[config.mk]
export PLATFORM = sky130hd
export DESIGN_NAME = csr_top
export DESIGN_NICKNAME = d
export VERILOG_FILES = /design/src/source/csr_pkg.sv /design/src/source/trap_pkg.sv /design/src/source/csr_access.sv /design/src/source/csr_file.sv /design/src/source/trap_unit.sv /design/src/source/irq_unit.sv /design/src/source/csr_top.sv
export SDC_FILE = /design/constraint.sdc
export NUM_CORES = 1
export LEC_CHECK = 0
export BUFFER_PORTS_ARGS = -buffer_cell sky130_fd_sc_hd__buf_2
export CAP_MARGIN = 20
export CORE_ASPECT_RATIO = 1.5
export CORE_MARGIN = 2
export CORE_UTILIZATION = 50
export DETAILED_ROUTE_END_ITERATION = 6
export PLACE_DENSITY = 0.76
export RECOVER_POWER = 25
export SLEW_MARGIN = 15
export SYNTH_ARGS = -nofsm -noshare
export SYNTH_HDL_FRONTEND = slang
export SYNTH_SLANG_ARGS = --single-unit
export TNS_END_PERCENT = 10
[constraint.sdc]
create_clock -name clk -period 8.5 [get_ports clk]
set_clock_uncertainty 0.05 [all_clocks]
set_input_delay 1.7 -clock clk [delete_from_list [all_inputs] [get_ports clk]]
set_output_delay 1.7 -clock clk [all_outputs]
set_load 0.005 [all_outputs]
[src/source/csr_pkg.sv]
package csr_pkg;

    localparam int xlen       = 32;
    localparam int csr_addr_w = 12;

    // machine-mode register addresses
    localparam logic [csr_addr_w-1:0] addr_mstatus  = 12'h300;
    localparam logic [csr_addr_w-1:0] addr_mie      = 12'h304;
    localparam logic [csr_addr_w-1:0] addr_mtvec    = 12'h305;
    localparam logic [csr_addr_w-1:0] addr_mscratch = 12'h340;
    localparam logic [csr_addr_w-1:0] addr_mepc     = 12'h341;
    localparam logic [csr_addr_w-1:0] addr_mcause   = 12'h342;
    localparam logic [csr_addr_w-1:0] addr_mtval    = 12'h343;
    localparam logic [csr_addr_w-1:0] addr_mip      = 12'h344;
    localparam logic [csr_addr_w-1:0] addr_mhartid  = 12'hf14;

    // writable bits per register
    localparam logic [xlen-1:0] mstatus_mask = 32'h0000_1888;
    localparam logic [xlen-1:0] mie_mask     = 32'h0000_0888;
    localparam logic [xlen-1:0] mtvec_mask   = 32'hffff_fffc;
    localparam logic [xlen-1:0] mepc_mask    = 32'hffff_fffc;

    typedef enum logic [1:0] {
        priv_u = 2'd0,
        priv_m = 2'd3
    } priv_t;

    typedef enum logic [1:0] {
        op_rw = 2'd1,
        op_rs = 2'd2,
        op_rc = 2'd3
    } csr_op_t;

    // reserved fields read as zero
    typedef struct packed {
        logic [18:0] rsvd_hi;
        logic [1:0]  mpp;
        logic [2:0]  rsvd_mid;
        logic        mpie;
        logic [2:0]  rsvd_lo;
        logic        mie;
        logic [2:0]  rsvd_base;
    } mstatus_t;

    typedef union packed {
        logic [xlen-1:0] raw;
        mstatus_t        fld;
    } mstatus_u;

endpackage

[src/source/trap_pkg.sv]
package trap_pkg;

    import csr_pkg::*;

    localparam int exc_code_w = 5;

    localparam logic [exc_code_w-1:0] exc_illegal    = 5'd2;
    localparam logic [exc_code_w-1:0] exc_breakpoint = 5'd3;
    localparam logic [exc_code_w-1:0] exc_ecall_u    = 5'd8;
    localparam logic [exc_code_w-1:0] exc_ecall_m    = 5'd11;

    // interrupt codes double as mip/mie bit positions
    localparam logic [exc_code_w-1:0] irq_msi = 5'd3;
    localparam logic [exc_code_w-1:0] irq_mti = 5'd7;
    localparam logic [exc_code_w-1:0] irq_mei = 5'd11;

    typedef enum logic [1:0] {
        kind_exc  = 2'd0,
        kind_irq  = 2'd1,
        kind_mret = 2'd2
    } trap_kind_t;

    typedef struct packed {
        logic                  valid;
        csr_op_t               op;
        logic                  use_imm;
        logic [csr_addr_w-1:0] addr;
        logic [xlen-1:0]       src;
        logic [xlen-1:0]       imm;
    } csr_req_t;

    typedef struct packed {
        logic            valid;
        logic            illegal;
        logic [xlen-1:0] rdata;
    } csr_resp_t;

    typedef struct packed {
        logic                  valid;
        logic [csr_addr_w-1:0] addr;
        logic [xlen-1:0]       data;
    } csr_wr_t;

    typedef struct packed {
        logic                  valid;
        trap_kind_t            kind;
        logic [exc_code_w-1:0] code;
        logic [xlen-1:0]       pc;
        logic [xlen-1:0]       tval;
    } trap_req_t;

    typedef struct packed {
        logic            valid;
        logic            save_ctx;
        mstatus_u        mstatus;
        priv_t           mode;
        logic [xlen-1:0] epc;
        logic [xlen-1:0] cause;
        logic [xlen-1:0] tval;
    } trap_upd_t;

    typedef struct packed {
        logic                  pending;
        logic [exc_code_w-1:0] code;
    } irq_info_t;

    typedef struct packed {
        logic            valid;
        logic [xlen-1:0] pc;
    } redirect_t;

endpackage

[src/source/csr_access.sv]
`timescale 1ns/100ps

module csr_access
    import csr_pkg::*;
    import trap_pkg::*;
(
    input  logic                  clk,
    input  logic                  rst,
    input  csr_req_t              req,
    output logic [csr_addr_w-1:0] rd_addr,
    input  logic [xlen-1:0]       rd_data,
    input  logic                  rd_hit,
    input  priv_t                 mode,
    output csr_wr_t               wr,
    output csr_resp_t             resp
);

    logic [xlen-1:0] operand;
    logic [xlen-1:0] new_val;
    logic            does_write;
    logic            priv_fail;
    logic            ro_fail;
    logic            illegal;

    assign rd_addr = req.addr;

    assign operand = req.use_imm ? req.imm : req.src;

    // set/clear with zero source is a pure read
    assign does_write = (req.op == op_rw) || (operand != '0);

    always_comb begin
        case (req.op)
            op_rs:   new_val = rd_data | operand;
            op_rc:   new_val = rd_data & ~operand;
            default: new_val = operand;
        endcase
    end

    assign priv_fail = req.addr[9:8] > mode;
    assign ro_fail   = does_write && (req.addr[11:10] == 2'b11);
    assign illegal   = !rd_hit || priv_fail || ro_fail;

    assign wr.valid = req.valid && !illegal && does_write;
    assign wr.addr  = req.addr;
    assign wr.data  = new_val;

    always_ff @(posedge clk or posedge rst) begin
        if (rst) begin
            resp <= '0;
        end else begin
            resp.valid   <= req.valid;
            resp.illegal <= illegal;
            // old value or zero on a refused access
            resp.rdata   <= illegal ? '0 : rd_data;
        end
    end

endmodule

[src/source/csr_file.sv]
`timescale 1ns/100ps

module csr_file
    import csr_pkg::*;
    import trap_pkg::*;
(
    input  logic                  clk,
    input  logic                  rst,
    input  logic [csr_addr_w-1:0] rd_addr,
    output logic [xlen-1:0]       rd_data,
    output logic                  rd_hit,
    input  csr_wr_t               wr,
    input  trap_upd_t             upd,
    input  logic [xlen-1:0]       mip,
    output priv_t                 mode,
    output mstatus_u              mstatus,
    output logic [xlen-1:0]       mie,
    output logic [xlen-1:0]       mtvec,
    output logic [xlen-1:0]       mepc
);

    logic [xlen-1:0] mscratch;
    logic [xlen-1:0] mcause;
    logic [xlen-1:0] mtval;

    always_ff @(posedge clk or posedge rst) begin
        if (rst) begin
            mode        <= priv_m;
            mstatus.raw <= '0;
            mie         <= '0;
            mtvec       <= '0;
            mscratch    <= '0;
            mepc        <= '0;
            mcause      <= '0;
            mtval       <= '0;
        end else begin
            if (wr.valid) begin
                // mip and mhartid writes fall through
                case (wr.addr)
                    addr_mstatus:  mstatus.raw <= wr.data & mstatus_mask;
                    addr_mie:      mie <= wr.data & mie_mask;
                    addr_mtvec:    mtvec <= wr.data & mtvec_mask;
                    addr_mscratch: mscratch <= wr.data;
                    addr_mepc:     mepc <= wr.data & mepc_mask;
                    addr_mcause:   mcause <= wr.data;
                    addr_mtval:    mtval <= wr.data;
                    default: ;
                endcase
            end
            // trap side wins over a same-cycle CSR write
            if (upd.valid) begin
                mode        <= upd.mode;
                mstatus.raw <= upd.mstatus.raw & mstatus_mask;
                if (upd.save_ctx) begin
                    mepc   <= upd.epc & mepc_mask;
                    mcause <= upd.cause;
                    mtval  <= upd.tval;
                end
            end
        end
    end

    always_comb begin
        rd_hit  = 1'b1;
        rd_data = '0;
        case (rd_addr)
            addr_mstatus:  rd_data = mstatus.raw;
            addr_mie:      rd_data = mie;
            addr_mtvec:    rd_data = mtvec;
            addr_mscratch: rd_data = mscratch;
            addr_mepc:     rd_data = mepc;
            addr_mcause:   rd_data = mcause;
            addr_mtval:    rd_data = mtval;
            addr_mip:      rd_data = mip;
            // single hart
            addr_mhartid:  rd_data = '0;
            default:       rd_hit = 1'b0;
        endcase
    end

endmodule

[src/source/trap_unit.sv]
`timescale 1ns/100ps

module trap_unit
    import csr_pkg::*;
    import trap_pkg::*;
(
    input  logic            clk,
    input  logic            rst,
    input  trap_req_t       req,
    input  irq_info_t       irq_info,
    input  priv_t           mode,
    input  mstatus_u        mstatus,
    input  logic [xlen-1:0] mtvec,
    input  logic [xlen-1:0] mepc,
    output trap_upd_t       upd,
    output redirect_t       redirect
);

    logic                  mret_ok;
    logic                  is_ecall;
    logic [exc_code_w-1:0] exc_code;
    mstatus_u              next_status;
    priv_t                 ret_mode;

    assign mret_ok  = (req.kind == kind_mret) && (mode == priv_m);
    assign is_ecall = (req.code == exc_ecall_u) || (req.code == exc_ecall_m);

    always_comb begin
        if (req.kind == kind_mret) begin
            exc_code = exc_illegal;
        end else if (is_ecall) begin
            exc_code = (mode == priv_u) ? exc_ecall_u : exc_ecall_m;
        end else begin
            exc_code = req.code;
        end
    end

    // unsupported mpp values return to user mode
    assign ret_mode = (mstatus.fld.mpp == priv_m) ? priv_m : priv_u;

    always_comb begin
        next_status = mstatus;
        if (mret_ok) begin
            next_status.fld.mie  = mstatus.fld.mpie;
            next_status.fld.mpie = 1'b1;
            next_status.fld.mpp  = priv_u;
        end else begin
            next_status.fld.mpie = mstatus.fld.mie;
            next_status.fld.mie  = 1'b0;
            next_status.fld.mpp  = mode;
        end
    end

    always_comb begin
        upd.valid    = req.valid;
        upd.save_ctx = !mret_ok;
        upd.mstatus  = next_status;
        upd.mode     = mret_ok ? ret_mode : priv_m;
        upd.epc      = req.pc;
        if (req.kind == kind_irq) begin
            upd.cause = {1'b1, {(xlen-1-exc_code_w){1'b0}}, irq_info.code};
            upd.tval  = '0;
        end else begin
            upd.cause = {{(xlen-exc_code_w){1'b0}}, exc_code};
            upd.tval  = (req.kind == kind_exc) ? req.tval : '0;
        end
    end

    always_ff @(posedge clk or posedge rst) begin
        if (rst) begin
            redirect <= '0;
        end else begin
            redirect.valid <= req.valid;
            redirect.pc    <= mret_ok ? mepc : (mtvec & mtvec_mask);
        end
    end

endmodule

[src/source/irq_unit.sv]
`timescale 1ns/100ps

module irq_unit
    import csr_pkg::*;
    import trap_pkg::*;
(
    input  logic            clk,
    input  logic            rst,
    input  logic            msip,
    input  logic            mtip,
    input  logic            meip,
    input  logic [xlen-1:0] mie,
    input  mstatus_u        mstatus,
    input  priv_t           mode,
    output logic [xlen-1:0] mip,
    output irq_info_t       irq_info
);

    // {meip, mtip, msip}
    logic [2:0]      sync_q1;
    logic [2:0]      sync_q2;
    logic [xlen-1:0] enabled;
    logic            global_en;

    always_ff @(posedge clk or posedge rst) begin
        if (rst) begin
            sync_q1 <= '0;
            sync_q2 <= '0;
        end else begin
            sync_q1 <= {meip, mtip, msip};
            sync_q2 <= sync_q1;
        end
    end

    always_comb begin
        mip          = '0;
        mip[irq_msi] = sync_q2[0];
        mip[irq_mti] = sync_q2[1];
        mip[irq_mei] = sync_q2[2];
    end

    assign enabled   = mip & mie;
    assign global_en = (mode == priv_u) || mstatus.fld.mie;

    assign irq_info.pending = (|enabled) && global_en;

    // external beats timer beats software
    always_comb begin
        if (enabled[irq_mei]) begin
            irq_info.code = irq_mei;
        end else if (enabled[irq_mti]) begin
            irq_info.code = irq_mti;
        end else if (enabled[irq_msi]) begin
            irq_info.code = irq_msi;
        end else begin
            irq_info.code = '0;
        end
    end

endmodule

[src/source/csr_top.sv]
`timescale 1ns/100ps

module csr_top
    import csr_pkg::*;
    import trap_pkg::*;
(
    input  logic      clk,
    input  logic      rst,
    input  csr_req_t  csr_req,
    input  trap_req_t trap_req,
    input  logic      msip,
    input  logic      mtip,
    input  logic      meip,
    output csr_resp_t csr_resp,
    output redirect_t redirect,
    output irq_info_t irq_info
);

    logic [csr_addr_w-1:0] rd_addr;
    logic [xlen-1:0]       rd_data;
    logic                  rd_hit;
    priv_t                 mode;
    mstatus_u              mstatus;
    logic [xlen-1:0]       mie;
    logic [xlen-1:0]       mtvec;
    logic [xlen-1:0]       mepc;
    logic [xlen-1:0]       mip;
    csr_wr_t               wr;
    trap_upd_t             upd;

    csr_access u_access (
        .clk     (clk),
        .rst     (rst),
        .req     (csr_req),
        .rd_addr (rd_addr),
        .rd_data (rd_data),
        .rd_hit  (rd_hit),
        .mode    (mode),
        .wr      (wr),
        .resp    (csr_resp)
    );

    csr_file u_file (
        .clk     (clk),
        .rst     (rst),
        .rd_addr (rd_addr),
        .rd_data (rd_data),
        .rd_hit  (rd_hit),
        .wr      (wr),
        .upd     (upd),
        .mip     (mip),
        .mode    (mode),
        .mstatus (mstatus),
        .mie     (mie),
        .mtvec   (mtvec),
        .mepc    (mepc)
    );

    trap_unit u_trap (
        .clk      (clk),
        .rst      (rst),
        .req      (trap_req),
        .irq_info (irq_info),
        .mode     (mode),
        .mstatus  (mstatus),
        .mtvec    (mtvec),
        .mepc     (mepc),
        .upd      (upd),
        .redirect (redirect)
    );

    irq_unit u_irq (
        .clk      (clk),
        .rst      (rst),
        .msip     (msip),
        .mtip     (mtip),
        .meip     (meip),
        .mie      (mie),
        .mstatus  (mstatus),
        .mode     (mode),
        .mip      (mip),
        .irq_info (irq_info)
    );

endmodule

After elaboration in Yosys (flattened, before gate mapping)
Index checks and enable logic that the tools add are counted.
Word-level totals
  flip-flop bits (word level): 268
  output and inout bits: 73
  word-level logic and storage cells: 96
Cells by class
  order comparisons: 1
  eq/ne operators: 19
  bitwise logic cells: 4
  muxes and demuxes: 34
  reduce and logical (&&, ||, !) cells: 23
Operator list (number)
  32-bit two-way mux: 19
  32-bit one-hot mux with 8 select lines: 1
  12-bit by 10-bit equality test with 1-bit output (second input constant): 8
  64-bit two-way mux: 1
  32-bit one-hot mux with 2 select lines: 1
  32-bit AND: 1
  32-bit inverter: 1
  32-bit bitwise OR: 1
  32-bit nonzero test: 1
  32-bit OR reduction: 1
  5-bit two-way mux: 4
  12-bit AND: 1
  12-bit equality test (second input constant): 1
  2-bit equality test (second input constant): 6
  5-bit by 4-bit equality test with 1-bit output (second input constant): 2
  2-bit two-way mux: 5
  9-bit OR reduction: 1
  2-bit AND reduction: 4
  1-bit logical AND: 5
  1-bit logical OR: 5
  2-bit by 1-bit equality test with 1-bit output (second input constant): 2
  2-bit logical NOT: 2
  2-bit nonzero test: 2
  1-bit two-way mux: 3
  2 further kinds: 3

Logic depth before layout (Yosys ltp)
Gate-level depths: netlist of run 1.
  word-level depth: 12
  depth in mapped cells: 10

Hierarchy
Synthesis of run 1 repeated with hierarchy kept, for this count alone.
Second synthesis, totals
  cells, all modules: 1309
  area, all modules: 14342.5 sq um
By module, submodules not included
  csr_file: cells an instance 749, times used 1, area each 9026.2 sq um
  csr_access: cells an instance 283, times used 1, area each 2461.1 sq um
  trap_unit: cells an instance 231, times used 1, area each 2422.3 sq um
  irq_unit: cells an instance 46, times used 1, area each 432.9 sq um

Worst setup path after synthesis of run 1
No wires, ideal clock.
  path type: input port to flip-flop
  start point: in csr_req[65] in the netlist's numbering
  end point: reg u_file.mtvec[26]
  library setup time: 128 ps
  required time: 8322 ps
  setup slack: 4518 ps
  path buffers: 3
  cell stages on the path: 8
  arrival time: 3805 ps
  cells stage by stage: buf_2 clkbuf_1 clkbuf_1 mux2_2 a22o_1 a222oi_1 o22ai_1 mux2_1
On the way
  longest elaborated chain between the ends: 10
  elaborated cells between the ends (all ways): 22
RTL lines
  from (decl): line csr_top.sv:9  | input csr_req_t csr_req,
  12-bit by 10-bit equality test with 1-bit output (tied with other cells): line csr_file.sv:66  | case (rd_addr)
  9-bit OR reduction (no source line)
  1-bit two-way mux: line csr_file.sv:66
  1-bit logical NOT: line csr_access.sv:42  | assign illegal = !rd_hit || priv_fail || ro_fail;
  1-bit logical OR (2 in series): line csr_access.sv:42
  1-bit logical NOT: line csr_access.sv:44  | assign wr.valid = req.valid && !illegal && does_write;
  1-bit logical AND (2 in series): line csr_access.sv:44
  2-bit AND reduction (no source line)
  to (signal assigned): line csr_file.sv:42  | addr_mtvec: mtvec <= wr.data & mtvec_mask;
  to (decl): line csr_file.sv:18  | output logic [xlen-1:0] mtvec,
Parallel ways exist; a longest one is shown, timed or not.
A chain may end at the register's enable or synchronous reset.

Final worst setup path of run 1
  start point: in csr_req[76] in the netlist's numbering
  end point: reg u_file.mscratch[4]
On the way
  longest elaborated chain between the ends: 9
  elaborated cells between the ends (all ways): 13
RTL lines
  32-bit two-way mux (*): line csr_access.sv:27  | assign operand = req.use_imm ? req.imm : req.src;
  32-bit nonzero test: line csr_access.sv:30  | assign does_write = (req.op == op_rw) || (operand != '0);
  1-bit logical OR: line csr_access.sv:30
  1-bit logical AND: line csr_access.sv:41  | assign ro_fail = does_write && (req.addr[11:10] == 2'b11);
  1-bit logical OR: line csr_access.sv:42
  1-bit logical NOT: line csr_access.sv:44
  1-bit logical AND (2 in series): line csr_access.sv:44
  2-bit AND reduction (no source line)
  to (signal assigned): line csr_file.sv:43  | addr_mscratch: mscratch <= wr.data;
  to (decl): line csr_file.sv:22  | logic [xlen-1:0] mscratch;
Mark *: on every way between the ends. The rest lies on a longest branch, timed or not.

==> results of run 1 <==
## path summary, 6_finish.rpt
path                                      endpoint  cells past startpoint              from
max in group asynchronous       u_trap.redirect[4]                      3               rst
worst min-delay path              u_irq.sync_q2[2]                      0  u_irq.sync_q1[2]
worst max-delay path            u_file.mscratch[4]                     10       csr_req[76]
worst max register to register    u_file.mtval[25]                      5    u_file.mode[0]
min in group asynchronous          u_file.mepc[13]                      2               rst
worst min register to register    u_irq.sync_q2[2]                      0  u_irq.sync_q1[2]
## logic make-up after synthesis
family                     share of synthesized area
and+or+nand+nor                               0.1877
AOI/OAI and AO/OA                             0.1627
DFF                                           0.4777
muxes                                         0.1237
buffers and inverters                        0.04516
adders and majority gates                   0.001998
other                                      0.0002995
xor gates and xnor gates                   0.0006996
## stage by stage
step	hold WS [ps]	util
after detailed placement	287.2	0.5610
after global placement	283.0	0.5610
final	299.1	0.5914
after global routing	310.8	0.5914
after floorplan	281.2	-
after CTS	301.6	0.5920
## metal layers
| layer | GRT usage | up-vias | share of wire |
|---|---|---|---|
| met5 | 0 | - | 0 |
| met4 | 0.1734 | 0 | 0.059 |
| met3 | 0.05940 | 166 | 0.10 |
| met2 | 0.5210 | 834 | 0.47 |
| met1 | 0.4031 | 5706 | 0.36 |
| li1 | - | 5042 | - |
## final cells by class
| class | instances | area (sq um) | area share |
|---|---|---|---|
| multi-input cells | 903 | 6016 | 0.4148 |
| flip-flops and latches | 239 | 5982 | 0.4124 |
| repair buffers | 248 | 1287 | 0.08877 |
| clock buffers | 34 | 666.9 | 0.04598 |
| well taps | 324 | 405.4 | 0.02795 |
| clock inverters | 8 | 93.84 | 0.006470 |
| inverters | 13 | 50.05 | 0.003451 |
| diodes | 1 | 2.502 | 0.0001725 |
## Yosys cell counts (22+ instances only)
library cell,n
o21ai_0,35
mux2_2,59
o211ai_1,77
nand4_1,58
buf_2,26
mux2i_1,43
nand3_1,65
nor4_1,22
a222oi_1,23
a22o_1,22
o22ai_1,22
nor2_1,49
clkbuf_1,75
nand2_1,219
a21oi_1,42
dfrtp_1,238
## state kept, by name, indices dropped and copies added, names as in the netlist
signal,cells
u_file.mode,1
u_file.mstatus,4
u_file.mscratch,32
u_trap.redirect,33
u_file.mtval,32
u_file.mtvec,30
u_access.resp,34
u_file.mepc,32
u_irq.sync_q2,3
u_file.mie,3
u_file.mcause,32
u_irq.sync_q1,3
## power breakdown
group | switching [W] | internal (W) | leakage, nW | total, W
Combinational | 0.000200 | 0.000112 | 3.30 | 0.000312
Clock | 0.000445 | 0.000605 | 0.379 | 0.00105
Sequential | 0.0000296 | 0.00118 | 3.20 | 0.00121
## cell usage in the layout, fill, tap and decap left out, types with 4 or more instances in the layout
| cell | instances |
|---|---|
| buf_4 | 21 |
| inv_1 | 11 |
| mux2i_1 | 43 |
| a22oi_1 | 5 |
| nand4_1 | 58 |
| nand2_1 | 218 |
| nand3_1 | 65 |
| a31oi_1 | 7 |
| mux2_1 | 11 |
| a32oi_1 | 4 |
| nor3_1 | 11 |
| a222oi_1 | 23 |
| o21ai_0 | 35 |
| buf_2 | 222 |
| nor2_1 | 46 |
| a221o_1 | 4 |
| clkbuf_16 | 23 |
| o22ai_1 | 22 |
| clkbuf_8 | 5 |
| o2111ai_1 | 11 |
| and3_1 | 8 |
| or4b_2 | 4 |
| clkinv_2 | 5 |
| mux2_4 | 19 |
| or2_2 | 9 |
| clkbuf_1 | 11 |
| a22o_1 | 22 |
| nand2b_1 | 4 |
| nor4_1 | 21 |
| a2bb2oi_1 | 4 |
| nor2b_1 | 5 |
| o211ai_1 | 77 |
| mux2_2 | 59 |
| dfrtp_1 | 238 |
| and2_1 | 9 |
| a21oi_1 | 42 |
## worst max-delay path, stage by stage
cell	delay (ps)
buf_2	80
buf_4	470
mux2i_1	360
nand3_1	170
nor3_1	70
o211ai_1	100
buf_4	380
buf_4	710
nand4b_4	910
mux2_1	610
==> reports/results.ini, run 1 <==
[finish]
area_delta_synth_final_pct=15.83
design_area_sq_mm=0.01450
fill_cells=2140
layout.nets=1587
instances_no_fill=1770
drive_above_1_share=0.2685

[worst_setup_path]
r2r_slack_ps=4380
cp.required_ps=8830
crit_type=in2reg
start_kind=input pin
cp-end-kind=flip-flop
crit_fanout=64
arrival_ps=5600

[yosys]
syn_nets=1430
synth_top_area_frac=0.4756
synth_area_sq_mm=0.01252
synth_flop_cell=dfrtp_1
synth_area_per_cell_sq_um=9.852
ys_ff_latch=239
async_flop_share=1.000
synth.largest_area_cell=dfrtp_1
ys_types=71
ys_seq_area_frac=0.4777
ys_warn_count=0
synth_edf_count=0
netlist_instances=1271
synth_area_leaders=dfrtp_1 48%, nand2_1 6.6%, mux2_2 5.3%

[clock_network]
htreeDepth=1
clkLatencyLatePin_ps=510
clock-sinks=239
cts-root-buf=clkbuf_16
cts_hold_buf=0
path_clk_slew_ps=60
numCtsBuffers=23
cts_buffer_depth=3
ctsResizeCount=0
postCtsSetupRepairBufs=0
cts_tree=done

[grt]
grt_start_max_net_pins=107
grt_pass1_vias=11510
overflow=0
antenna_found_initial=1
track_usage=0.3191
grt_pass1_wl_mm=65.49

[timing]
hold_violations=0
period_needed_ps=5265
post-route-period-util=0.6194
setup_viol=0
setup_tns_ps=0
max_freq_mhz=189.9
slew_headroom=-2.216
worst_pin_slew_ps=4798
rsz0062_at_grt=false
setup_slack_ps=3235
drv_slew=175

[place]
dp_cells=1727
dp_slack_ps=2824
hpwl_mm=27.68
gp_congestion=0.9251
port_buffers=226
place_area_sq_mm=0.01376

[floorplanning]
core_area_sq_mm=0.02452
die_x_um=133.2
die_area_sq_mm=0.02635
initial_core_util=0.5106
die_h_um=197.8
io_pins=230
fp-row-count=70

[pwr]
p_total_w=0.002574
p_leak_nw=6.879
vdd_ir_drop_max_mv=0.1467
power.density_mw_per_mm2=177.5

[drt]
drt_iter0_markers=1361
ant_nets=0
drc=0
wirelength_mm=43.14
dr.pass1.iters=6
num_vias=11750
wl_per_cell_um=24.37
viasPerCell=6.637

[min_path]
hold_path_class=reg2reg

[run]
max_cap_viol_count=3

[outcome]
status=finished, violations left
violations=capacitance limit, slew limit

Power figures use the tool's default switching activity.
==> run 2, diff against run 1 <==
- PLACE_DENSITY: 0.76 -> 0.73
- clock period: 8.5 -> 5 ns (I/O delays scaled with it)
==> reports/results.ini, run 2 (synthesis gave the netlist of run 1 again) <==
[worst_setup_path]
cp_num_buf_inv=2
crit_fanout=14
cp_slowest_stage_delay_ps=650
cp-end-kind=flip-flop
cp.required_ps=5330
path_delay_family=simple AND/OR/NAND/NOR gates
start_kind=input pin
arrival_ps=3990
crit_type=in2reg
crit_slowest_cell=and2_1
path_cells=buf_2 > or3_1 > a311o_1 > a211oi_4 > and4b_1 > and2_1 > buf_4 > o211ai_1

[pwr]
vdd_ir_drop_max_mv=0.3116
p_leak_nw=7.028
p_total_w=0.004437
power.density_mw_per_mm2=300.6

[timing]
worst_pin_slew_ps=2298
slew_headroom=-0.5319
period_needed_ps=3658
hold_violations=0
rsz0062_at_grt=false
drv_slew=128
setup_tns_ps=0
max_freq_mhz=273.4
post-route-period-util=0.7316
setup_viol=0

[min_path]
hold_path_class=reg2reg

[finish]
drive_above_1_share=0.2819
final_cell_mix=238 x dfrtp_1, 224 x buf_2, 218 x nand2_1
fill_cells=2123
layout_commonest_cell=dfrtp_1
largest_reg_flops=34
multi_input_area_sq_mm=0.006015
largest_registers=u_access.resp: 34 flops, u_trap.redirect: 33 flops
antennaDiodeCount=0
area_delta_synth_final_pct=17.88
regArea_sq_mm=0.005982
layout.nets=1610
final_util=0.6019
largest_register=u_access.resp

[drt]
wl_per_cell_um=24.20
num_vias=11780
viasPerCell=6.582
ant_nets=0
drc=11
top_layer=met4
met1_length_mm=16.34
drt_iter0_markers=1585
dr.pass1.iters=7
route.met2.wl_mm=20.77
wirelength_mm=43.30
wl_met3_mm=4.005

[run]
max_cap_viol_count=2

[floorplanning]
initial_core_util=0.5106
io_pins=230
die_x_um=133.2
die_h_um=197.8
die_area_sq_mm=0.02635
core_area_sq_mm=0.02452
fp-row-count=70

[clock_network]
clkLatencyLatePin_ps=530
path_clk_slew_ps=60
ctsResizeCount=0
postCtsSetupRepairBufs=0
cts_hold_buf=0
cts-root-buf=clkbuf_16
cts_tree=done
numCtsBuffers=24
cts_buffer_depth=3
clock-sinks=239
htreeDepth=1

[place]
hpwl_mm=29.09
port_buffers=226
gp_congestion=0.9529

[outcome]
violations=DRC, capacitance limit, slew limit
status=finished, violations left

[grt]
grt_pass1_vias=11650
antenna_found_initial=0
grt_start_max_net_pins=102
grt_pass1_wl_mm=66.32
track_usage=0.3245
overflow=0

run 2: cell count changes in the layout (fill, tap and decap cells not counted), sizes merged:
cell and change:
buf +23, clkinv +1, diode -1, clkbuf -4, inv -1, clkinvlp +1
run 2: worst paths after layout:
check | to | depth (start not counted) | from | slack [ps]
max | u_file.mepc[22] | 8 | csr_req[68] | 1340
min | u_irq.sync_q2[0] | 0 | u_irq.sync_q1[0] | 300
max reg2reg | u_file.mepc[22] | 9 | u_file.mode[0] | 1800
min reg2reg | u_irq.sync_q2[0] | 0 | u_irq.sync_q1[0] | 300
max in group asynchronous | u_trap.redirect[0] | 3 | rst | 1910
min in group asynchronous | u_file.mtval[14] | 2 | rst | 410
run 2: layout make-up:
class | count | share of cell area
clock buffer | 31 | 0.04586
clock inverter | 9 | 0.007883
inverter | 13 | 0.003391
multi-input combinational | 903 | 0.4075
sequential | 239 | 0.4053
tap | 324 | 0.02746
timing repair buffer | 270 | 0.1027
run 2: worst reg2reg max path: cells and delay by family, from the launching register on:
kind / cells / cell delay (ps)
AOI/OAI and AO/OA: 3 / 640
adders and majority gates: 1 / 300
buffers and inverters: 2 / 420
DFF: 1 / 600
and+or+nand+nor: 3 / 1050
run 2: stage by stage:
stage                     hold slack, ps  worst slack [ps]  cell area, sq um  cells
after floorplan                    281.2             817.0             12530   1271
after global placement             283.2              1011             13980   1748
after detailed placement           286.3             878.5             13980   1748
after CTS                          300.8              1482             14780   1788
after global routing               307.2              1239             14760   1789
final                              297.2              1342             14760   1789
run 2: layer usage:
layer | vias up | GRT usage
met4 | 0 | 0.1580
met2 | 758 | 0.5400
li1 | 5085 | -
met3 | 144 | 0.05504
met5 | - | 0
met1 | 5789 | 0.4122
run 2: power breakdown:
| group | leakage, nW | internal, W | switching, W | total [W] |
|---|---|---|---|---|
| Sequential | 3.20 | 0.00201 | 0.0000494 | 0.00206 |
| Combinational | 3.43 | 0.000196 | 0.000340 | 0.000536 |
| Clock | 0.389 | 0.00106 | 0.000784 | 0.00184 |
